==> src/hw/vic_pkg.sv <==
/*
	VIC I/O core shared definitions
	Data and address widths, timing PROM download map, status overlay
	bit positions and the two-way view of the I/O port address byte
*/

`default_nettype none

package vic_pkg;

	// CPU data byte, also PROM words and download data
	typedef logic [7:0] data_t;
	// Download address
	typedef logic [15:0] dn_addr_t;
	// Timing PROM entry address
	typedef logic [4:0] prom_addr_t;

	// Timing PROM download windows
	localparam dn_addr_t PROM_CTL_BASE = 16'h1C20;
	localparam dn_addr_t PROM_SEQ_BASE = 16'h1C40;
	localparam int PROM_SIZE = 32;

	// Control word SRC bit, rising edge gives pixel enable
	localparam int CTL_SRC_BIT = 5;
	// Sequence word PHI bit, rising edge gives CPU enable
	localparam int SEQ_PHI_BIT = 1;

	// Status overlay bits, standard decode boards (port 4 only)
	localparam int STATUS_P4_COIN_STD = 7;
	localparam int STATUS_P4_TIMER_STD = 0;
	// Status overlay bits, alternate decode boards
	localparam int STATUS_COIN_ALT = 3;
	localparam int STATUS_TIMER_ALT = 3;

	// I/O port address, one-hot selects or 2-bit port index
	typedef union packed {
		logic [7:0] onehot;
		struct packed {
			logic [5:0] unused;
			logic [1:0] index;
		} idx;
	} port_addr_u;

	// Output latch idle value
	localparam data_t PORT_IDLE = 8'hFF;

endpackage

`default_nettype wire

==> src/hw/timing_prom.sv <==
/*
	Timing PROM
	32 x 8 bipolar PROM stand-in, loaded through the download port
	and read one clock after the address is presented
*/

`timescale 1ns/1ns
`default_nettype none

module timing_prom (
	input  wire logic               clk,
	input  wire logic               wr,
	input  wire vic_pkg::prom_addr_t wr_addr,
	input  wire vic_pkg::data_t      wr_data,
	input  wire vic_pkg::prom_addr_t rd_addr,
	output vic_pkg::data_t          rd_data
);

	// PROM contents
	vic_pkg::data_t mem [vic_pkg::PROM_SIZE];

	// Download write port
	always_ff @(posedge clk)
	begin
		if (wr)
			mem[wr_addr] <= wr_data;
	end

	// Registered read, acts as the PROM output latch
	always_ff @(posedge clk)
	begin
		rd_data <= mem[rd_addr];
	end

endmodule

`default_nettype wire

==> src/hw/timing_sequencer.sv <==
/*
	Timing sequencer
	Walks the control PROM as a next-state table, with the sequence PROM
	read in step. Rising edges of the SRC and PHI bits, found against the
	latched previous words, give the pixel and CPU clock enables
*/

`timescale 1ns/1ns
`default_nettype none

module timing_sequencer (
	input  wire logic             clk,
	input  wire logic             reset,
	input  wire logic             dn_download,
	input  wire logic             dn_wr,
	input  wire vic_pkg::dn_addr_t dn_addr,
	input  wire vic_pkg::data_t    dn_data,
	output logic                  cpu_en,
	output logic                  ce_pix
);

	logic held;
	vic_pkg::dn_addr_t ctl_off;
	vic_pkg::dn_addr_t seq_off;
	logic ctl_wr;
	logic seq_wr;
	vic_pkg::prom_addr_t prom_addr;
	vic_pkg::data_t ctl_word;
	vic_pkg::data_t seq_word;
	vic_pkg::data_t ctl_prev;
	vic_pkg::data_t seq_prev;

	// Sequencer stalls during reset and while PROMs load
	assign held = reset | dn_download;

	// ------------------------------------------------------------------------
	// Download decode
	// ------------------------------------------------------------------------

	// Offsets wrap below the base so one compare covers each window
	assign ctl_off = dn_addr - vic_pkg::PROM_CTL_BASE;
	assign seq_off = dn_addr - vic_pkg::PROM_SEQ_BASE;
	assign ctl_wr = dn_wr && (ctl_off < vic_pkg::dn_addr_t'(vic_pkg::PROM_SIZE));
	assign seq_wr = dn_wr && (seq_off < vic_pkg::dn_addr_t'(vic_pkg::PROM_SIZE));

	// ------------------------------------------------------------------------
	// PROMs and address feedback
	// ------------------------------------------------------------------------

	// Control word low bits are the next step address
	assign prom_addr = held ? '0 : ctl_word[4:0];

	// Control PROM
	timing_prom u_ctl_prom (
		.clk     (clk),
		.wr      (ctl_wr),
		.wr_addr (vic_pkg::prom_addr_t'(ctl_off)),
		.wr_data (dn_data),
		.rd_addr (prom_addr),
		.rd_data (ctl_word)
	);

	// Sequence PROM
	timing_prom u_seq_prom (
		.clk     (clk),
		.wr      (seq_wr),
		.wr_addr (vic_pkg::prom_addr_t'(seq_off)),
		.wr_data (dn_data),
		.rd_addr (prom_addr),
		.rd_data (seq_word)
	);

	// Previous words are zero on the first step after release
	always_ff @(posedge clk)
	begin
		if (held)
		begin
			ctl_prev <= '0;
			seq_prev <= '0;
		end
		else
		begin
			ctl_prev <= ctl_word;
			seq_prev <= seq_word;
		end
	end

	// Enable pulses on rising SRC and PHI bits
	// Quiet while held
	assign ce_pix = ~held & ctl_word[vic_pkg::CTL_SRC_BIT] & ~ctl_prev[vic_pkg::CTL_SRC_BIT];
	assign cpu_en = ~held & seq_word[vic_pkg::SEQ_PHI_BIT] & ~seq_prev[vic_pkg::SEQ_PHI_BIT];

	// Latched previous word ends each enable after one clock
	a_pix_one_clock: assert property (
		@(posedge clk) ce_pix |=> !ce_pix
	);
	a_cpu_one_clock: assert property (
		@(posedge clk) cpu_en |=> !cpu_en
	);

endmodule

`default_nettype wire

==> src/hw/io_ports.sv <==
/*
	CPU I/O ports
	Input port select in standard (one-hot) or alternate (indexed) decode,
	registered port data with timer and coin latch status overlaid,
	and the four output latches loaded on rising write selects
*/

`timescale 1ns/1ns
`default_nettype none

module io_ports #(
	parameter bit ALT_DECODE = 1'b0
) (
	input  wire logic          clk,
	input  wire logic          reset,
	input  wire logic          io_rd,
	input  wire logic          io_wr,
	input  wire vic_pkg::data_t io_addr,
	input  wire vic_pkg::data_t cpu_wdata,
	input  wire vic_pkg::data_t in_p1,
	input  wire vic_pkg::data_t in_p2,
	input  wire vic_pkg::data_t in_p3,
	input  wire vic_pkg::data_t in_p4,
	input  wire logic          coin_latch_active,
	input  wire logic          timer_level,
	output vic_pkg::data_t     cpu_rdata,
	output vic_pkg::data_t     out_p1_data,
	output vic_pkg::data_t     out_p2_data,
	output vic_pkg::data_t     out_p3_data,
	output vic_pkg::data_t     out_p4_data,
	output logic               p4_read
);

	vic_pkg::port_addr_u addr_v;
	logic [3:0] rd_dec;
	logic [3:0] rd_next;
	logic [3:0] rd_sel_q;
	logic [3:0] wr_sel;
	logic [3:0] wr_sel_q;
	logic [3:0] wr_rise_q;
	vic_pkg::data_t port_ovl [4];
	vic_pkg::data_t port_q [4];
	vic_pkg::data_t out_q [4];

	assign addr_v = io_addr;

	// ------------------------------------------------------------------------
	// Input side
	// ------------------------------------------------------------------------

	// Read decode; standard boards give port 1 priority
	always_comb
	begin
		rd_dec = '0;
		if (ALT_DECODE)
			rd_dec[addr_v.idx.index] = 1'b1;
		else
		begin
			for (int i = 3; i >= 0; i--)
			begin
				if (addr_v.onehot[i])
					rd_dec = 4'b0001 << i;
			end
		end
	end
	assign rd_next = io_rd ? rd_dec : 4'b0000;

	// Status overlay, positions depend on board style
	always_comb
	begin
		port_ovl[0] = in_p1;
		port_ovl[1] = in_p2;
		port_ovl[2] = in_p3;
		port_ovl[3] = in_p4;
		if (ALT_DECODE)
		begin
			port_ovl[3][vic_pkg::STATUS_COIN_ALT] = ~coin_latch_active;
			port_ovl[2][vic_pkg::STATUS_TIMER_ALT] = timer_level;
		end
		else
		begin
			port_ovl[3][vic_pkg::STATUS_P4_COIN_STD] = ~coin_latch_active;
			port_ovl[3][vic_pkg::STATUS_P4_TIMER_STD] = timer_level;
		end
	end

	// Select and p4 read strobe
	always_ff @(posedge clk)
	begin
		if (reset)
		begin
			rd_sel_q <= '0;
			p4_read <= 1'b0;
		end
		else
		begin
			rd_sel_q <= rd_next;
			// High in the first cycle the registered port 4 select is set
			p4_read <= rd_next[3] & ~rd_sel_q[3];
		end
	end

	// Port data capture
	always_ff @(posedge clk)
	begin
		port_q <= port_ovl;
	end

	// Read mux, zero when nothing selected
	always_comb
	begin
		cpu_rdata = '0;
		for (int i = 3; i >= 0; i--)
		begin
			if (rd_sel_q[i])
				cpu_rdata = port_q[i];
		end
	end

	a_rd_sel_onehot: assert property (
		@(posedge clk) disable iff (reset) $onehot0(rd_sel_q)
	);

	// ------------------------------------------------------------------------
	// Output side
	// ------------------------------------------------------------------------

	// Output ports always one-hot
	assign wr_sel = io_wr ? addr_v.onehot[3:0] : 4'b0000;

	always_ff @(posedge clk)
	begin
		if (reset)
		begin
			wr_sel_q <= '0;
			wr_rise_q <= '0;
			for (int i = 0; i < 4; i++)
				out_q[i] <= vic_pkg::PORT_IDLE;
		end
		else
		begin
			wr_sel_q <= wr_sel;
			wr_rise_q <= wr_sel & ~wr_sel_q;
			// CPU holds write data across the strobe
			for (int i = 0; i < 4; i++)
			begin
				if (wr_rise_q[i])
					out_q[i] <= cpu_wdata;
			end
		end
	end

	assign out_p1_data = out_q[0];
	assign out_p2_data = out_q[1];
	assign out_p3_data = out_q[2];
	assign out_p4_data = out_q[3];

endmodule

`default_nettype wire

==> src/hw/coin_timer.sv <==
/*
	Coin and timer circuit
	Coin edge holds the CPU in reset for a while, then arms a latch that
	the game sees on port 4 and counts down one step per port 4 read.
	Also the free-running status timer square wave
*/

`timescale 1ns/1ns
`default_nettype none

module coin_timer #(
	parameter int COIN_START_CYCLES = 63,
	parameter int COIN_LATCH_CYCLES = 1023,
	parameter int TIMER_PERIOD = 19500
) (
	input  wire logic clk,
	input  wire logic reset,
	input  wire logic coin,
	input  wire logic p4_read,
	output logic      cpu_reset,
	output logic      coin_latch_active,
	output logic      timer_level
);

	localparam int START_W = $clog2(COIN_START_CYCLES + 1);
	localparam int LATCH_W = $clog2(COIN_LATCH_CYCLES + 1);
	localparam int TIMER_W = $clog2(TIMER_PERIOD + 1);

	logic coin_last;
	logic coin_rise;
	logic pending;
	logic [START_W-1:0] start_cnt;
	logic [LATCH_W-1:0] latch_cnt;
	logic [TIMER_W-1:0] timer_cnt;

	assign coin_rise = coin & ~coin_last;

	// ------------------------------------------------------------------------
	// Coin start pulse and latch
	// ------------------------------------------------------------------------
	always_ff @(posedge clk)
	begin
		if (reset)
		begin
			coin_last <= 1'b0;
			pending <= 1'b0;
			start_cnt <= '0;
			latch_cnt <= '0;
		end
		else
		begin
			coin_last <= coin;

			// Reset pulse countdown
			if (coin_rise)
				start_cnt <= START_W'(COIN_START_CYCLES);
			else if (start_cnt != '0)
				start_cnt <= start_cnt - 1'b1;

			// Latch only arms once the CPU is out of reset and polls port 4
			if (p4_read)
			begin
				if (pending && start_cnt == '0)
				begin
					latch_cnt <= LATCH_W'(COIN_LATCH_CYCLES);
					pending <= 1'b0;
				end
				else if (latch_cnt != '0)
					latch_cnt <= latch_cnt - 1'b1;
			end

			// New coin wins over a same-cycle arm
			if (coin_rise)
				pending <= 1'b1;
		end
	end

	assign cpu_reset = reset | (start_cnt != '0);
	assign coin_latch_active = (latch_cnt != '0);

	a_latch_bound: assert property (
		@(posedge clk) disable iff (reset) latch_cnt <= LATCH_W'(COIN_LATCH_CYCLES)
	);

	// ------------------------------------------------------------------------
	// Status timer
	// ------------------------------------------------------------------------
	always_ff @(posedge clk)
	begin
		if (reset)
		begin
			timer_cnt <= '0;
			timer_level <= 1'b1;
		end
		else if (timer_cnt == TIMER_W'(TIMER_PERIOD - 1))
		begin
			timer_cnt <= '0;
			timer_level <= ~timer_level;
		end
		else
			timer_cnt <= timer_cnt + 1'b1;
	end

endmodule

`default_nettype wire

==> src/hw/vic_io_top.sv <==
/*
	VIC I/O and timing core
	Timing sequencer, CPU port block and coin/timer circuit;
	the CPU itself sits outside on the I/O bus
*/

`timescale 1ns/1ns
`default_nettype none

module vic_io_top #(
	parameter bit ALT_DECODE = 1'b0,
	parameter int COIN_START_CYCLES = 63,
	parameter int COIN_LATCH_CYCLES = 1023,
	parameter int TIMER_PERIOD = 19500
) (
	input  wire logic             clk,
	input  wire logic             reset,
	// CPU I/O bus
	input  wire logic             io_rd,
	input  wire logic             io_wr,
	input  wire vic_pkg::data_t    io_addr,
	input  wire vic_pkg::data_t    cpu_wdata,
	output vic_pkg::data_t        cpu_rdata,
	// Cabinet inputs and outputs
	input  wire vic_pkg::data_t    in_p1,
	input  wire vic_pkg::data_t    in_p2,
	input  wire vic_pkg::data_t    in_p3,
	input  wire vic_pkg::data_t    in_p4,
	input  wire logic             coin,
	output vic_pkg::data_t        out_p1_data,
	output vic_pkg::data_t        out_p2_data,
	output vic_pkg::data_t        out_p3_data,
	output vic_pkg::data_t        out_p4_data,
	// Download port
	input  wire logic             dn_download,
	input  wire logic             dn_wr,
	input  wire vic_pkg::dn_addr_t dn_addr,
	input  wire vic_pkg::data_t    dn_data,
	// Clock enables and CPU reset
	output logic                  cpu_en,
	output logic                  ce_pix,
	output logic                  cpu_reset
);

	logic p4_read;
	logic coin_latch_active;
	logic timer_level;

	timing_sequencer u_seq (
		.clk         (clk),
		.reset       (reset),
		.dn_download (dn_download),
		.dn_wr       (dn_wr),
		.dn_addr     (dn_addr),
		.dn_data     (dn_data),
		.cpu_en      (cpu_en),
		.ce_pix      (ce_pix)
	);

	io_ports #(
		.ALT_DECODE (ALT_DECODE)
	) u_ports (
		.clk               (clk),
		.reset             (reset),
		.io_rd             (io_rd),
		.io_wr             (io_wr),
		.io_addr           (io_addr),
		.cpu_wdata         (cpu_wdata),
		.in_p1             (in_p1),
		.in_p2             (in_p2),
		.in_p3             (in_p3),
		.in_p4             (in_p4),
		.coin_latch_active (coin_latch_active),
		.timer_level       (timer_level),
		.cpu_rdata         (cpu_rdata),
		.out_p1_data       (out_p1_data),
		.out_p2_data       (out_p2_data),
		.out_p3_data       (out_p3_data),
		.out_p4_data       (out_p4_data),
		.p4_read           (p4_read)
	);

	coin_timer #(
		.COIN_START_CYCLES (COIN_START_CYCLES),
		.COIN_LATCH_CYCLES (COIN_LATCH_CYCLES),
		.TIMER_PERIOD      (TIMER_PERIOD)
	) u_coin (
		.clk               (clk),
		.reset             (reset),
		.coin              (coin),
		.p4_read           (p4_read),
		.cpu_reset         (cpu_reset),
		.coin_latch_active (coin_latch_active),
		.timer_level       (timer_level)
	);

endmodule

`default_nettype wire

==> config.mk <==
export PLATFORM = sky130hd
export DESIGN_NAME = vic_io_top
export DESIGN_NICKNAME = d
export VERILOG_FILES = /design/src/hw/vic_pkg.sv /design/src/hw/timing_prom.sv /design/src/hw/timing_sequencer.sv /design/src/hw/io_ports.sv /design/src/hw/coin_timer.sv /design/src/hw/vic_io_top.sv
export SDC_FILE = /design/constraint.sdc
export NUM_CORES = 1
export LEC_CHECK = 0
export BUFFER_PORTS_ARGS = -buffer_cell sky130_fd_sc_hd__buf_2
export CAP_MARGIN = 20
export CORE_ASPECT_RATIO = 1.1
export CORE_MARGIN = 4
export CORE_UTILIZATION = 50
export CTS_BUF_LIST = sky130_fd_sc_hd__clkbuf_8
export DETAILED_ROUTE_END_ITERATION = 12
export HOLD_SLACK_MARGIN = 0.12
export PLACE_DENSITY = 0.81
export SLEW_MARGIN = 20
export SYNTH_ARGS = -nofsm -noshare
export SYNTH_HDL_FRONTEND = slang
export SYNTH_SLANG_ARGS = --single-unit
==> constraint.sdc <==
create_clock -name clk -period 4.2 [get_ports clk]
set_input_delay 0.63 -clock clk [delete_from_list [all_inputs] [get_ports clk]]
set_output_delay 0.63 -clock clk [all_outputs]
set_load 0.005 [all_outputs]
==> qor.yml <==
run_status: "finished, final reports clean"
die_area_mm2: 0.02947
layout_min_cycle_time_ns: 3.021
overflow: 0
area_delta_synth_final_pct: 13.94
cts_buffer_depth: 3
drc_errors: 0
p_leak_nw: 5.222
fin_ws_ns: 1.179
cts_made_buffers: 53
core.rowCount: 62
grt_util_met1_pct: 23.97
setup_violations: 0
synth-seq-cells: 344
skew_ns: 0.03502
hold_viol: 0
syn_area_mm2: 0.01339
layout-drive-gt1-share_pct: 19.86
yosysSeqAreaShare_pct: 70.57
p_switching_w: 0.001739
synth.net_count: 1058
vias_per_cell: 5.714
relSlewSlack_pct: 43.51
drtPass1Iterations: 5
whs_ns: 0.1586
p_per_area_mw_per_mm2: 463.9
htree_levels: 2
portBuffers: 113
maxCapViolCount: 0
num_vias: 8542
min_path_type: "primary input to register"
grt_antenna_before_repair: 0
cp_max_fo: 34
critPathRequiredTime_ns: 4.62
post_cts_buffers: 0
startpoint_type: "register"
syn_inst: 975
gp_congestion: 0.8647
tightest_slew_ns: 0.8473
met3_usage_pct: 4.466
arrival_ns: 3.44
dpl.hpwl_um: 18640
initial_utilization_pct: 51.07
cp-end-kind: "register"
root_buffer: "clkbuf_8"
synth_area_per_cell_um2: 13.73
io_pins: 122
diodes: 0
die_w_um: 164.0
p_clk_share_pct: 37.0
routedWlPerCell_um: 19.45
cts_tree: "done"
grtUsageMet2_pct: 32.84
swShare_pct: 24.57
ant_nets: 0
hold_buffers: 0
clkLatencyLatePin_ns: 0.59
synth_edf_count: 256
grt_pass1_vias: 8517
final_nets: 1181
synth_ff_type: "edfxtp_1"
die_y_um: 179.6
grt.total_usage_pct: 19.36
ys.warnings.count: 0
power_frac_seq_pct: 53.6
cts_resized: 0
path_clk_slew_ns: 0.06
synth.distinct_cells: 63
wl_um: 29080
finalMaxSlewViolations: 0
dpl_worst_slack_ns: 1.225
fmax_ghz: 0.3310
ys_async_sr_fraction_pct: 0
p_int_w: 0.005339
grt_max_degree: 65
drtIter0Drc: 861
finalCritPeriodShare_pct: 71.93
peakVddDrop_v: 0.0002632
grt_busiest_layer: "met2"
grt_pass1_wl_um: 45310
core_area_mm2: 0.02622
criticalPathCategory: "register to register"
clock-sinks: 344
rsz0062_at_grt: "no"
setup_tns_ns: 0
p_comb_share_pct: 9.3
fillers: 2056
power by group through the flow:
stage               Clock, W  Sequential [W]  Combinational [W]
floorplan                  0         0.00380           0.000474
finish               0.00262         0.00380           0.000660
global placement           0         0.00386           0.000634
CTS                  0.00267         0.00380           0.000658
detailed placement         0         0.00387           0.000654
global route         0.00284         0.00380           0.000712
cell families after synthesis:
| group | after synthesis | synth area share (%) |
|---|---|---|
| flip-flops | 344 | 70.57 |
| AND/OR/NAND/NOR | 335 | 13.23 |
| AO/OA/AOI/OAI | 162 | 7.877 |
| buffers and inverters | 64 | 2.140 |
| multiplexers | 42 | 4.242 |
| XOR/XNOR | 24 | 1.570 |
| adder cells (fa/ha/maj) | 4 | 0.3738 |
state kept, by name, summed over array words and instances, names as in the netlist:
name / flops
u_seq.u_ctl_prom.mem: 192
u_ports.out_q: 32
u_ports.port_q: 32
u_seq.u_seq_prom.mem: 32
u_coin.timer_cnt: 15
u_coin.latch_cnt: 10
u_coin.start_cnt: 6
u_seq.u_ctl_prom.rd_data: 6
u_ports.rd_sel_q: 4
u_ports.wr_rise_q: 4
u_ports.wr_sel_q: 4
u_coin.coin_last: 1
u_coin.pending: 1
u_coin.timer_level: 1
u_ports.p4_read: 1
u_seq.ctl_prev: 1
u_seq.seq_prev: 1
u_seq.u_seq_prom.rd_data: 1
layer usage:
layer,up-vias,wire length (um)
met3,91,2737
met4,0,1034
met1,4088,11090
li1,3910,-
met5,-,0
met2,453,14210
final timing paths:
| path | from | endpoint | slack (ns) | depth (start not counted) |
|---|---|---|---|---|
| max reg2reg | u_seq.u_ctl_prom.rd_data[0] | u_seq.u_ctl_prom.rd_data[0] | 1.18 | 6 |
| min reg2reg | u_coin.timer_level | u_ports.port_q[0] | 0.37 | 0 |
| max | u_seq.u_ctl_prom.rd_data[0] | u_seq.u_ctl_prom.rd_data[0] | 1.18 | 6 |
| min | in_p2[0] | u_ports.port_q[16] | 0.16 | 1 |
placed cells by master, fill, tap and decap left out, types with 7 or more instances in the layout:
| master | count |
|---|---|
| a21oi_1 | 59 |
| nand2_1 | 44 |
| mux2_2 | 8 |
| nor2b_1 | 19 |
| o22ai_1 | 12 |
| buf_4 | 8 |
| mux4_2 | 11 |
| edfxtp_1 | 256 |
| xnor2_1 | 14 |
| a211oi_1 | 19 |
| mux2i_1 | 23 |
| nor4_1 | 17 |
| a31oi_1 | 11 |
| xor2_1 | 10 |
| and2_1 | 19 |
| clkinv_1 | 7 |
| inv_1 | 35 |
| dfxtp_1 | 86 |
| or3_1 | 9 |
| clkbuf_8 | 60 |
| nor3_1 | 16 |
| o221ai_1 | 13 |
| nand2b_1 | 40 |
| nor2_1 | 108 |
| o21ai_0 | 12 |
| nand3_1 | 16 |
| a22oi_1 | 13 |
| buf_2 | 112 |
| and3_1 | 8 |
stage by stage:
step,utilization (%),cells,total power (W),cell area (um2)
detailed placement,54.26,1395,0.004521,14230
finish,58.19,1495,0.007078,15260
floorplan,-,975,0.004274,13390
CTS,58.18,1495,0.007119,15250
global route,58.19,1495,0.007357,15260
global placement,54.26,1395,0.004498,14230
critical path, stage by stage, from the launching register on:
cell,delay (ns)
dfxtp_2,0.70
buf_4,0.50
or4b_2,0.80
nor2_1,0.17
nor4_1,0.07
nor4_1,0.53
a31oi_1,0.08
cell usage after synthesis, types with 12 or more instances:
| cell type | instances | area (um2) |
|---|---|---|
| edfxtp_1 | 256 | 7687 |
| nor2_1 | 108 | 405.4 |
| dfxtp_1 | 88 | 1762 |
| a21oi_1 | 59 | 295.3 |
| nand2_1 | 44 | 165.2 |
| nand2b_1 | 40 | 250.2 |
| clkbuf_1 | 28 | 105.1 |
| mux2i_1 | 23 | 230.2 |
| a211oi_1 | 19 | 142.6 |
| and2_1 | 19 | 118.9 |
| nor2b_1 | 19 | 118.9 |
| buf_2 | 18 | 90.09 |
| nor4_1 | 17 | 106.4 |
| nand3_1 | 16 | 80.08 |
| nor3_1 | 16 | 80.08 |
| xnor2_1 | 14 | 122.6 |
| a22oi_1 | 13 | 97.59 |
| o221ai_1 | 13 | 113.9 |
| o21ai_0 | 12 | 60.06 |
| o22ai_1 | 12 | 75.07 |
cell type report:
cell class / count / area (um2) / share of cell area [%]
clock buffers: 60 / 825.8 / 5.413
clock inverters: 40 / 202.7 / 1.329
inverters: 11 / 41.29 / 0.2706
multi-input cells: 567 / 3655 / 23.95
flip-flops and latches: 344 / 9452 / 61.95
well taps: 352 / 440.4 / 2.887
repair buffers: 121 / 640.6 / 4.199
Power figures use the tool's default switching activity.
